--- src/logic/noc_pkg.sv ---
// spidergon noc shared definitions

package noc_pkg;

	// width of the flit type field at the top of every flit
	localparam int KIND_W = 2;

	// anticlockwise, clockwise, across and local
	localparam int NUM_PORTS = 4;
	localparam int PORT_W = 2;

	// flit type, kept in the two msbs of a flit
	// single is a header with no body, so it opens and closes a packet
	typedef enum logic [KIND_W-1:0]
	{
		TAIL   = 2'b00,
		HEAD   = 2'b01,
		BODY   = 2'b10,
		SINGLE = 2'b11
	} flit_kind_e;

	// router port index, also used as the route of a packet
	typedef enum logic [PORT_W-1:0]
	{
		ANTI   = 2'd0,
		CW     = 2'd1,
		ACROSS = 2'd2,
		LOCAL  = 2'd3
	} port_e;

	// output arbiter state
	// locked while a multi-flit packet owns the output
	typedef enum logic
	{
		IDLE   = 1'b0,
		LOCKED = 1'b1
	} arb_state_e;

endpackage
--- src/logic/spidergon_noc.sv ---
// spidergon network top level
`timescale 1ns/1ns

module spidergon_noc #(
	parameter int NUM_NODES = 8,
	parameter int DATA_W = 16,
	parameter int FIFO_DEPTH = 2,
	localparam int FLIT_W = noc_pkg::KIND_W + DATA_W
) (
	input  logic                 clk,
	input  logic                 reset,
	input  logic [NUM_NODES-1:0] inject_valid,
	input  logic [FLIT_W-1:0]    inject_flit [NUM_NODES],
	output logic [NUM_NODES-1:0] inject_full,
	output logic [NUM_NODES-1:0] eject_valid,
	output logic [FLIT_W-1:0]    eject_flit [NUM_NODES],
	input  logic [NUM_NODES-1:0] eject_full
);
	// per node, per port link signals as seen from the node
	wire [noc_pkg::NUM_PORTS-1:0] link_in_valid [NUM_NODES];
	wire [FLIT_W-1:0] link_in_flit [NUM_NODES][noc_pkg::NUM_PORTS];
	wire [noc_pkg::NUM_PORTS-1:0] link_in_full [NUM_NODES];
	wire [noc_pkg::NUM_PORTS-1:0] link_out_valid [NUM_NODES];
	wire [FLIT_W-1:0] link_out_flit [NUM_NODES][noc_pkg::NUM_PORTS];
	wire [noc_pkg::NUM_PORTS-1:0] link_out_full [NUM_NODES];

	for (genvar n = 0; n < NUM_NODES; n++)
	begin : g_node
		localparam int PREV = (n + NUM_NODES - 1) % NUM_NODES;
		localparam int NEXT = (n + 1) % NUM_NODES;
		localparam int OPP = (n + NUM_NODES / 2) % NUM_NODES;

		// anticlockwise input comes from the clockwise output of the previous node
		assign link_in_valid[n][noc_pkg::ANTI] = link_out_valid[PREV][noc_pkg::CW];
		assign link_in_flit[n][noc_pkg::ANTI] = link_out_flit[PREV][noc_pkg::CW];
		assign link_out_full[n][noc_pkg::ANTI] = link_in_full[PREV][noc_pkg::CW];

		// clockwise input comes from the anticlockwise output of the next node
		assign link_in_valid[n][noc_pkg::CW] = link_out_valid[NEXT][noc_pkg::ANTI];
		assign link_in_flit[n][noc_pkg::CW] = link_out_flit[NEXT][noc_pkg::ANTI];
		assign link_out_full[n][noc_pkg::CW] = link_in_full[NEXT][noc_pkg::ANTI];

		// across link pairs node n with the node half a ring away
		assign link_in_valid[n][noc_pkg::ACROSS] = link_out_valid[OPP][noc_pkg::ACROSS];
		assign link_in_flit[n][noc_pkg::ACROSS] = link_out_flit[OPP][noc_pkg::ACROSS];
		assign link_out_full[n][noc_pkg::ACROSS] = link_in_full[OPP][noc_pkg::ACROSS];

		// local port is the inject and eject pair
		assign link_in_valid[n][noc_pkg::LOCAL] = inject_valid[n];
		assign link_in_flit[n][noc_pkg::LOCAL] = inject_flit[n];
		assign inject_full[n] = link_in_full[n][noc_pkg::LOCAL];
		assign eject_valid[n] = link_out_valid[n][noc_pkg::LOCAL];
		assign eject_flit[n] = link_out_flit[n][noc_pkg::LOCAL];
		assign link_out_full[n][noc_pkg::LOCAL] = eject_full[n];

		spidergon_node #(
			.NUM_NODES(NUM_NODES),
			.DATA_W(DATA_W),
			.FIFO_DEPTH(FIFO_DEPTH),
			.NODE_ID(n)
		) u_node (
			.clk(clk),
			.reset(reset),
			.in_valid(link_in_valid[n]),
			.in_flit(link_in_flit[n]),
			.in_full(link_in_full[n]),
			.out_valid(link_out_valid[n]),
			.out_flit(link_out_flit[n]),
			.out_full(link_out_full[n])
		);
	end

endmodule

--- src/logic/spidergon_node.sv ---
// spidergon router node
`timescale 1ns/1ns

module spidergon_node #(
	parameter int NUM_NODES = 8,
	parameter int DATA_W = 16,
	parameter int FIFO_DEPTH = 2,
	parameter int NODE_ID = 0,
	localparam int FLIT_W = noc_pkg::KIND_W + DATA_W
) (
	input  logic                          clk,
	input  logic                          reset,
	input  logic [noc_pkg::NUM_PORTS-1:0] in_valid,
	input  logic [FLIT_W-1:0]             in_flit [noc_pkg::NUM_PORTS],
	output logic [noc_pkg::NUM_PORTS-1:0] in_full,
	output logic [noc_pkg::NUM_PORTS-1:0] out_valid,
	output logic [FLIT_W-1:0]             out_flit [noc_pkg::NUM_PORTS],
	input  logic [noc_pkg::NUM_PORTS-1:0] out_full
);
	logic [FLIT_W-1:0] head_flit [noc_pkg::NUM_PORTS];
	logic [noc_pkg::NUM_PORTS-1:0] empty;
	logic [noc_pkg::NUM_PORTS-1:0] pop;
	noc_pkg::port_e route [noc_pkg::NUM_PORTS];
	noc_pkg::flit_kind_e head_kind [noc_pkg::NUM_PORTS];

	// indexed by output first, then by input
	logic [noc_pkg::NUM_PORTS-1:0] arb_req [noc_pkg::NUM_PORTS];
	logic [noc_pkg::NUM_PORTS-1:0] arb_grant [noc_pkg::NUM_PORTS];

	for (genvar p = 0; p < noc_pkg::NUM_PORTS; p++)
	begin : g_port
		// input side of port p
		flit_fifo #(
			.DATA_W(DATA_W),
			.FIFO_DEPTH(FIFO_DEPTH)
		) u_fifo (
			.clk(clk),
			.reset(reset),
			.push(in_valid[p]),
			.push_flit(in_flit[p]),
			.pop(pop[p]),
			.head_flit(head_flit[p]),
			.empty(empty[p]),
			.full(in_full[p])
		);

		route_unit #(
			.NUM_NODES(NUM_NODES),
			.DATA_W(DATA_W),
			.NODE_ID(NODE_ID)
		) u_route (
			.clk(clk),
			.reset(reset),
			.head_flit(head_flit[p]),
			.head_valid(!empty[p]),
			.popped(pop[p]),
			.req_port(route[p])
		);

		assign head_kind[p] = noc_pkg::flit_kind_e'(head_flit[p][FLIT_W-1 -: noc_pkg::KIND_W]);

		// output side of port p
		port_arbiter u_arb (
			.clk(clk),
			.reset(reset),
			.req(arb_req[p]),
			.req_kind(head_kind),
			.out_full(out_full[p]),
			.grant(arb_grant[p])
		);
	end

	// each waiting head asks the arbiter of its routed output
	always_comb
	begin
		for (int o = 0; o < noc_pkg::NUM_PORTS; o++)
		begin
			for (int i = 0; i < noc_pkg::NUM_PORTS; i++)
				arb_req[o][i] = !empty[i] && (route[i] == o[noc_pkg::PORT_W-1:0]);
		end
	end

	// crossbar mux, a grant also pops the winning input
	always_comb
	begin
		pop = '0;
		for (int o = 0; o < noc_pkg::NUM_PORTS; o++)
		begin
			out_valid[o] = |arb_grant[o];
			out_flit[o] = '0;
			for (int i = 0; i < noc_pkg::NUM_PORTS; i++)
			begin
				if (arb_grant[o][i])
				begin
					out_flit[o] = head_flit[i];
					pop[i] = 1'b1;
				end
			end
		end
	end

endmodule

--- src/logic/port_arbiter.sv ---
// output port arbiter
`timescale 1ns/1ns

module port_arbiter (
	input  logic                          clk,
	input  logic                          reset,
	input  logic [noc_pkg::NUM_PORTS-1:0] req,
	input  noc_pkg::flit_kind_e           req_kind [noc_pkg::NUM_PORTS],
	input  logic                          out_full,
	output logic [noc_pkg::NUM_PORTS-1:0] grant
);
	noc_pkg::arb_state_e state;

	// last winner, doubles as the owner while locked
	logic [noc_pkg::PORT_W-1:0] last;
	logic [noc_pkg::PORT_W-1:0] cand;
	logic [noc_pkg::PORT_W-1:0] winner;
	logic found;

	always_comb
	begin
		grant = '0;
		winner = last;
		cand = last;
		found = 1'b0;
		if (state == noc_pkg::LOCKED)
		begin
			// only the owning input may continue its packet
			found = req[last];
		end
		else
		begin
			// round robin, starting just after the last winner
			for (int k = 1; k <= noc_pkg::NUM_PORTS; k++)
			begin
				cand = last + k[noc_pkg::PORT_W-1:0];
				if (!found && req[cand])
				begin
					found = 1'b1;
					winner = cand;
				end
			end
		end
		if (found && !out_full)
			grant[winner] = 1'b1;
	end

	always_ff @(posedge clk)
	begin
		if (reset)
		begin
			state <= noc_pkg::IDLE;
			last <= '0;
		end
		else if (|grant)
		begin
			last <= winner;
			case (req_kind[winner])
				noc_pkg::HEAD: state <= noc_pkg::LOCKED;
				noc_pkg::TAIL: state <= noc_pkg::IDLE;
				// single never locks, body keeps the lock
				default: state <= state;
			endcase
		end
	end

endmodule

--- src/logic/route_unit.sv ---
// across-first route computation
`timescale 1ns/1ns

module route_unit #(
	parameter int NUM_NODES = 8,
	parameter int DATA_W = 16,
	parameter int NODE_ID = 0,
	localparam int NODE_W = $clog2(NUM_NODES),
	localparam int FLIT_W = noc_pkg::KIND_W + DATA_W
) (
	input  logic              clk,
	input  logic              reset,
	input  logic [FLIT_W-1:0] head_flit,
	input  logic              head_valid,
	input  logic              popped,
	output noc_pkg::port_e    req_port
);
	localparam logic [NODE_W:0] OWN = (NODE_W + 1)'(NODE_ID);
	localparam logic [NODE_W:0] RING = (NODE_W + 1)'(NUM_NODES);
	localparam logic [NODE_W:0] QUARTER = (NODE_W + 1)'(NUM_NODES / 4);

	noc_pkg::flit_kind_e kind;
	logic [NODE_W-1:0] dest;
	logic [NODE_W:0] dest_ext;
	logic [NODE_W:0] rel;
	logic is_head;
	noc_pkg::port_e head_port;
	noc_pkg::port_e held_port;

	assign kind = noc_pkg::flit_kind_e'(head_flit[FLIT_W-1 -: noc_pkg::KIND_W]);

	// destination sits in the top bits of the data field
	assign dest = head_flit[DATA_W-1 -: NODE_W];
	assign dest_ext = {1'b0, dest};

	// clockwise distance to the destination, modulo the ring size
	assign rel = (dest_ext >= OWN) ? dest_ext - OWN : dest_ext + RING - OWN;

	assign is_head = (kind == noc_pkg::HEAD) || (kind == noc_pkg::SINGLE);

	// near nodes go around the ring, far ones take the across link first
	always_comb
	begin
		if (rel == '0)
			head_port = noc_pkg::LOCAL;
		else if (rel <= QUARTER)
			head_port = noc_pkg::CW;
		else if (rel >= RING - QUARTER)
			head_port = noc_pkg::ANTI;
		else
			head_port = noc_pkg::ACROSS;
	end

	// body and tail follow the path their head opened
	always_ff @(posedge clk)
	begin
		if (reset)
		begin
			held_port <= noc_pkg::LOCAL;
		end
		else if (popped && head_valid)
		begin
			if (kind == noc_pkg::HEAD)
				held_port <= head_port;
			else if (kind == noc_pkg::TAIL)
				held_port <= noc_pkg::LOCAL;
		end
	end

	assign req_port = is_head ? head_port : held_port;

endmodule

--- src/logic/flit_fifo.sv ---
// input flit buffer
`timescale 1ns/1ns

module flit_fifo #(
	parameter int DATA_W = 16,
	parameter int FIFO_DEPTH = 2,
	localparam int FLIT_W = noc_pkg::KIND_W + DATA_W
) (
	input  logic              clk,
	input  logic              reset,
	input  logic              push,
	input  logic [FLIT_W-1:0] push_flit,
	input  logic              pop,
	output logic [FLIT_W-1:0] head_flit,
	output logic              empty,
	output logic              full
);
	localparam int PTR_W = (FIFO_DEPTH > 1) ? $clog2(FIFO_DEPTH) : 1;
	localparam int CNT_W = $clog2(FIFO_DEPTH + 1);

	logic [FLIT_W-1:0] mem [FIFO_DEPTH];
	logic [PTR_W-1:0] wr_ptr;
	logic [PTR_W-1:0] rd_ptr;
	logic [CNT_W-1:0] count;
	logic do_push;
	logic do_pop;

	// wrap at the depth, which need not be a power of two
	function automatic logic [PTR_W-1:0] next_ptr(input logic [PTR_W-1:0] ptr);
		if (ptr == PTR_W'(FIFO_DEPTH - 1))
			return '0;
		return ptr + 1'b1;
	endfunction

	assign do_push = push && !full;
	assign do_pop = pop && !empty;

	// flags come from the registered count
	assign full = (count == CNT_W'(FIFO_DEPTH));
	assign empty = (count == '0);
	assign head_flit = mem[rd_ptr];

	always_ff @(posedge clk)
	begin
		if (do_push)
			mem[wr_ptr] <= push_flit;
	end

	always_ff @(posedge clk)
	begin
		if (reset)
		begin
			wr_ptr <= '0;
			rd_ptr <= '0;
			count <= '0;
		end
		else
		begin
			if (do_push)
				wr_ptr <= next_ptr(wr_ptr);
			if (do_pop)
				rd_ptr <= next_ptr(rd_ptr);
			if (do_push && !do_pop)
				count <= count + 1'b1;
			else if (do_pop && !do_push)
				count <= count - 1'b1;
		end
	end

endmodule

--- config.mk ---
export PLATFORM = sky130hd
export DESIGN_NAME = spidergon_noc
export DESIGN_NICKNAME = d
export VERILOG_FILES = /design/src/logic/noc_pkg.sv /design/src/logic/spidergon_noc.sv /design/src/logic/spidergon_node.sv /design/src/logic/port_arbiter.sv /design/src/logic/route_unit.sv /design/src/logic/flit_fifo.sv
export SDC_FILE = /design/constraint.sdc
export NUM_CORES = 2
export LEC_CHECK = 0
export BUFFER_PORTS_ARGS = -buffer_cell sky130_fd_sc_hd__buf_4
export CAP_MARGIN = 20
export CORE_MARGIN = 2
export CORE_UTILIZATION = 55
export DETAILED_ROUTE_END_ITERATION = 7
export HOLD_SLACK_MARGIN = 0.03
export MAX_ROUTING_LAYER = met4
export PLACE_DENSITY = 0.78
export REMOVE_ABC_BUFFERS = 1
export SLEW_MARGIN = 20
export SYNTH_ARGS = -nofsm -noshare
export SYNTH_HDL_FRONTEND = slang
export SYNTH_SLANG_ARGS = --single-unit
--- constraint.sdc ---
create_clock -name clk -period 6 [get_ports clk]
set_clock_uncertainty 0.2 [all_clocks]
set_input_delay 0 -clock clk [delete_from_list [all_inputs] [get_ports clk]]
set_output_delay 0 -clock clk [all_outputs]
set_load 0.005 [all_outputs]
==> run_results.csv <==
group,metric,value,unit
grt,grt_max_degree,71,
timing,max_freq,172,MHz
timing,setup_slack,0.176,ns
critical_path,worst-r2r-setup-slack,0.29,ns
grt,antenna_found_initial,8,
yosys,ys.flop_type,"edfxtp_1",
floorplan,top_level_ports,322,
finish,nNetsFinal,9260,
floorplan,die_area,159000,sq um
drt,drt-initial-drc-count,11000,
timing,worstMarginPinSlew,1.20,ns
finish,syn_to_final_growth,15.6,%
drt,firstDrtPassIters,8,
clock_network,cts_setup_buffers,0,
critical_path,slowest_stage,"or3_1",
yosys,syn_avg_cell_area,10.0,sq um
yosys,synthArstFlopShare,0,
critical_path,cpPeakStageDelay,0.54,ns
timing,layout_min_cycle_time,5.82,ns
critical_path,worstSetupPathType,"reg -> out",
yosys,syn_area,86000,sq um
worst_hold_path,hold_depth,6,
worst_hold_path,hold_end,"g_node[5].u_node.g_port[3].u_arb.last[1]",
drt,wire_per_inst,28.2,microns
clock_network,clock_latency,0.83,ns
critical_path,crit_required,5.80,ns
grt,grt_usage,0.396,
yosys,ys_ff_latch,1472,
floorplan,start_util,0.552,
finish,final_cell_mix,"edfxtp_1 (1152), nor2_1 (942), mux2i_1 (902), nand2_1 (827), a21oi_1 (729)",
drt,vias_per_cell,6.63,
drt,vias,74200,
timing,hold_viol,0,
finish,final_common_cell,"edfxtp_1",
critical_path,critPathLaunchType,"flip-flop",
floorplan,dieHeight,399,microns
timing,slew-limit-headroom,0.187,
critical_path,r2r-end,"g_node[1].u_node.g_port[1].u_fifo.count[1]",
floorplan,coreArea,156000,sq um
clock_network,htree_levels,4,
drt,drc_errors,1,
timing,finalCritPeriodShare,0.971,
placed_design,place_hpwl,236000,microns
clock_network,numCtsBuffers,157,
finish,layout-drive-gt1-share,0.144,
flow_run,max_cap_violations,0,
floorplan,placementRows,145,
clock_network,clockBufferDepth,3,
critical_path,worst-path-max-fanout,33,
placed_design,dp_slack,0.454,ns
clock_network,cts_sinks,1472,
critical_path,endpoint_kind,"output pin",
drt,ant_nets,0,
timing,setup_viol,0,
placed_design,portBuffers,321,
yosys,synth-edff-count,1152,
critical_path,worst-path-buf-inv,3,
status,violations,"design-rule violations",
yosys,ys_types,102,
critical_path,arrival,5.62,ns
timing,rsz0062_at_grt,"no",
floorplan,die_w,399,microns
critical_path,path_delay_family,"simple AND/OR/NAND/NOR gates",
yosys,yosysWarningCount,0,
grt,grt_pass1_vias,68200,
clock_network,clockRootBuffer,"clkbuf_16",
clock_network,clk_pin_slew_worst_paths,0.06,ns
worst_hold_path,hp-class,"in -> reg",
grt,grt_pass1_wl,453000,microns
critical_path,r2r_cells,14,
yosys,synthCells,8553,
drt,wl,316000,microns
timing,slew_violations,0,
status,status,"finished with violations",
critical_path,crit_chain,"buf_4, mux2_2, ha_1, o211ai_1, o21ai_0, or3_1, and3_1, nor3_4, buf_6, nand2_1, o21ai_0, nand2_1, a21oi_1, buf_4",
worst_hold_path,min-delay-start,"eject_full[5]",
yosys,yosysSeqAreaShare,0.477,
clock_network,cts_tree,"done",
placed_design,place_congestion,1.04,
grt,gr-total-overflow,0,
worst max-delay path by stage:
| stage | from | end | slack, ns | cells after the start |
|---|---|---|---|---|
| 2_1_floorplan | flip-flop | g_node[2].u_node.g_port[1].u_fifo.count[1] | -4.52 | 10 |
| 3_3_place_gp | flip-flop | g_node[1].u_node.g_port[1].u_fifo.count[1] | 0.59 | 16 |
| 3_5_place_dp | flip-flop | g_node[1].u_node.g_port[1].u_fifo.count[1] | 0.45 | 14 |
| 4_1_cts | flip-flop | eject_flit[1] | 0.08 | 14 |
| 5_1_grt | flip-flop | g_node[1].u_node.g_port[1].u_fifo.count[1] | 0.02 | 14 |
| 6_report | flip-flop | eject_flit[103] | 0.18 | 14 |
sequential cells by signal, summed over array words and instances (netlist names), named ones only:
name                                    count
g_node.u_node.g_port.u_arb.state           32
g_node.u_node.g_port.u_fifo.count          64
g_node.u_node.g_port.u_arb.last            64
g_node.u_node.g_port.u_fifo.wr_ptr         32
g_node.u_node.g_port.u_fifo.mem          1152
g_node.u_node.g_port.u_fifo.rd_ptr         32
g_node.u_node.g_port.u_route.held_port     64
stage by stage:
| step | cells | area [sq um] | utilization | TNS [ns] | hold slack [ns] |
|---|---|---|---|---|---|
| floorplan | 7856 | 82700 | - | -757.68 | -0.131 |
| CTS | 11200 | 99300 | 0.638 | 0 | 0.174 |
| global placement | 10600 | 90800 | 0.583 | 0 | -0.0154 |
| detailed placement | 10600 | 90800 | 0.583 | 0 | -0.0124 |
| global route | 11200 | 99400 | 0.638 | 0 | 0.262 |
| finish | 11200 | 99400 | 0.638 | 0 | 0.227 |
synthesized netlist by cell type (33+ instances only):
cell / count / area, sq um
nor2b_1: 67 / 419
dfxtp_1: 320 / 6410
a21oi_1: 730 / 3650
nand2b_1: 44 / 275
mux2_2: 250 / 2820
xor2_1: 88 / 771
o21ai_0: 147 / 736
nand2_1: 827 / 3100
a211oi_1: 247 / 1850
ha_1: 101 / 1260
and2_1: 63 / 394
buf_4: 138 / 1040
inv_1: 202 / 758
clkbuf_1: 414 / 1550
and3_1: 49 / 307
edfxtp_1: 1152 / 34600
buf_1: 75 / 282
nor3b_1: 35 / 263
a21o_1: 36 / 270
nor2_1: 951 / 3570
o211ai_1: 488 / 3660
nand3_1: 134 / 671
buf_2: 69 / 345
a311oi_1: 55 / 482
nor3_1: 166 / 831
mux2i_1: 905 / 9060
or3_1: 69 / 432
xnor2_1: 33 / 289
a211o_1: 77 / 674
a31oi_1: 48 / 300
worst min-delay path, stage by stage:
cell           delay, ns
dlygate4sd3_1       0.54
buf_4               0.15
a211oi_1            0.22
a211oi_2            0.11
nor2_1              0.12
a211oi_1            0.06
final cells by class:
type	count	area [sq um]
Inverter	213	800
Multi-Input combinational cell	6171	41500
Sequential cell	1472	41000
Fill cell	12100	56300
Clock inverter	81	973
Antenna cell	5	12.5
Clock buffer	211	4360
Timing Repair Buffer	982	8200
Tap cell	2058	2570
metal layers:
metal,vias up,GRT usage,wire (microns),part of all wire
li1,33000,-,-,-
met1,35800,0.516,121000,0.38
met2,4658,0.578,138000,0.44
met3,792,0.0800,35000,0.11
met4,0,0.223,21400,0.068
met5,-,-,0,0
logic make-up (layout without fill, tap and decap cells):
family                   Yosys count  count (layout)  share of synthesized area
multiplexers                    1168            1168                      0.141
AND/OR/NAND/NOR                 2551            2551                      0.132
XOR/XNOR                         121             121                     0.0123
flip-flops                      1472            1472                      0.477
AO/OA/AOI/OAI                   2230            2230                      0.176
buffers and inverters            910            1487                     0.0469
adder cells (fa/ha/maj)          101             101                     0.0147
other                              0               5                          0
what timing repair did:
| item | 4_1_cts | 5_1_grt |
|---|---|---|
| setup endpoints to repair | 0 | 52 |
| hold buffers | 316 | 0 |
| hold endpoints to repair | 807 | 0 |
| resized for setup | 0 | 17 |
Power is not shown: default switching activity piles up to over one toggle a cycle in this logic, so the estimate is an artifact.
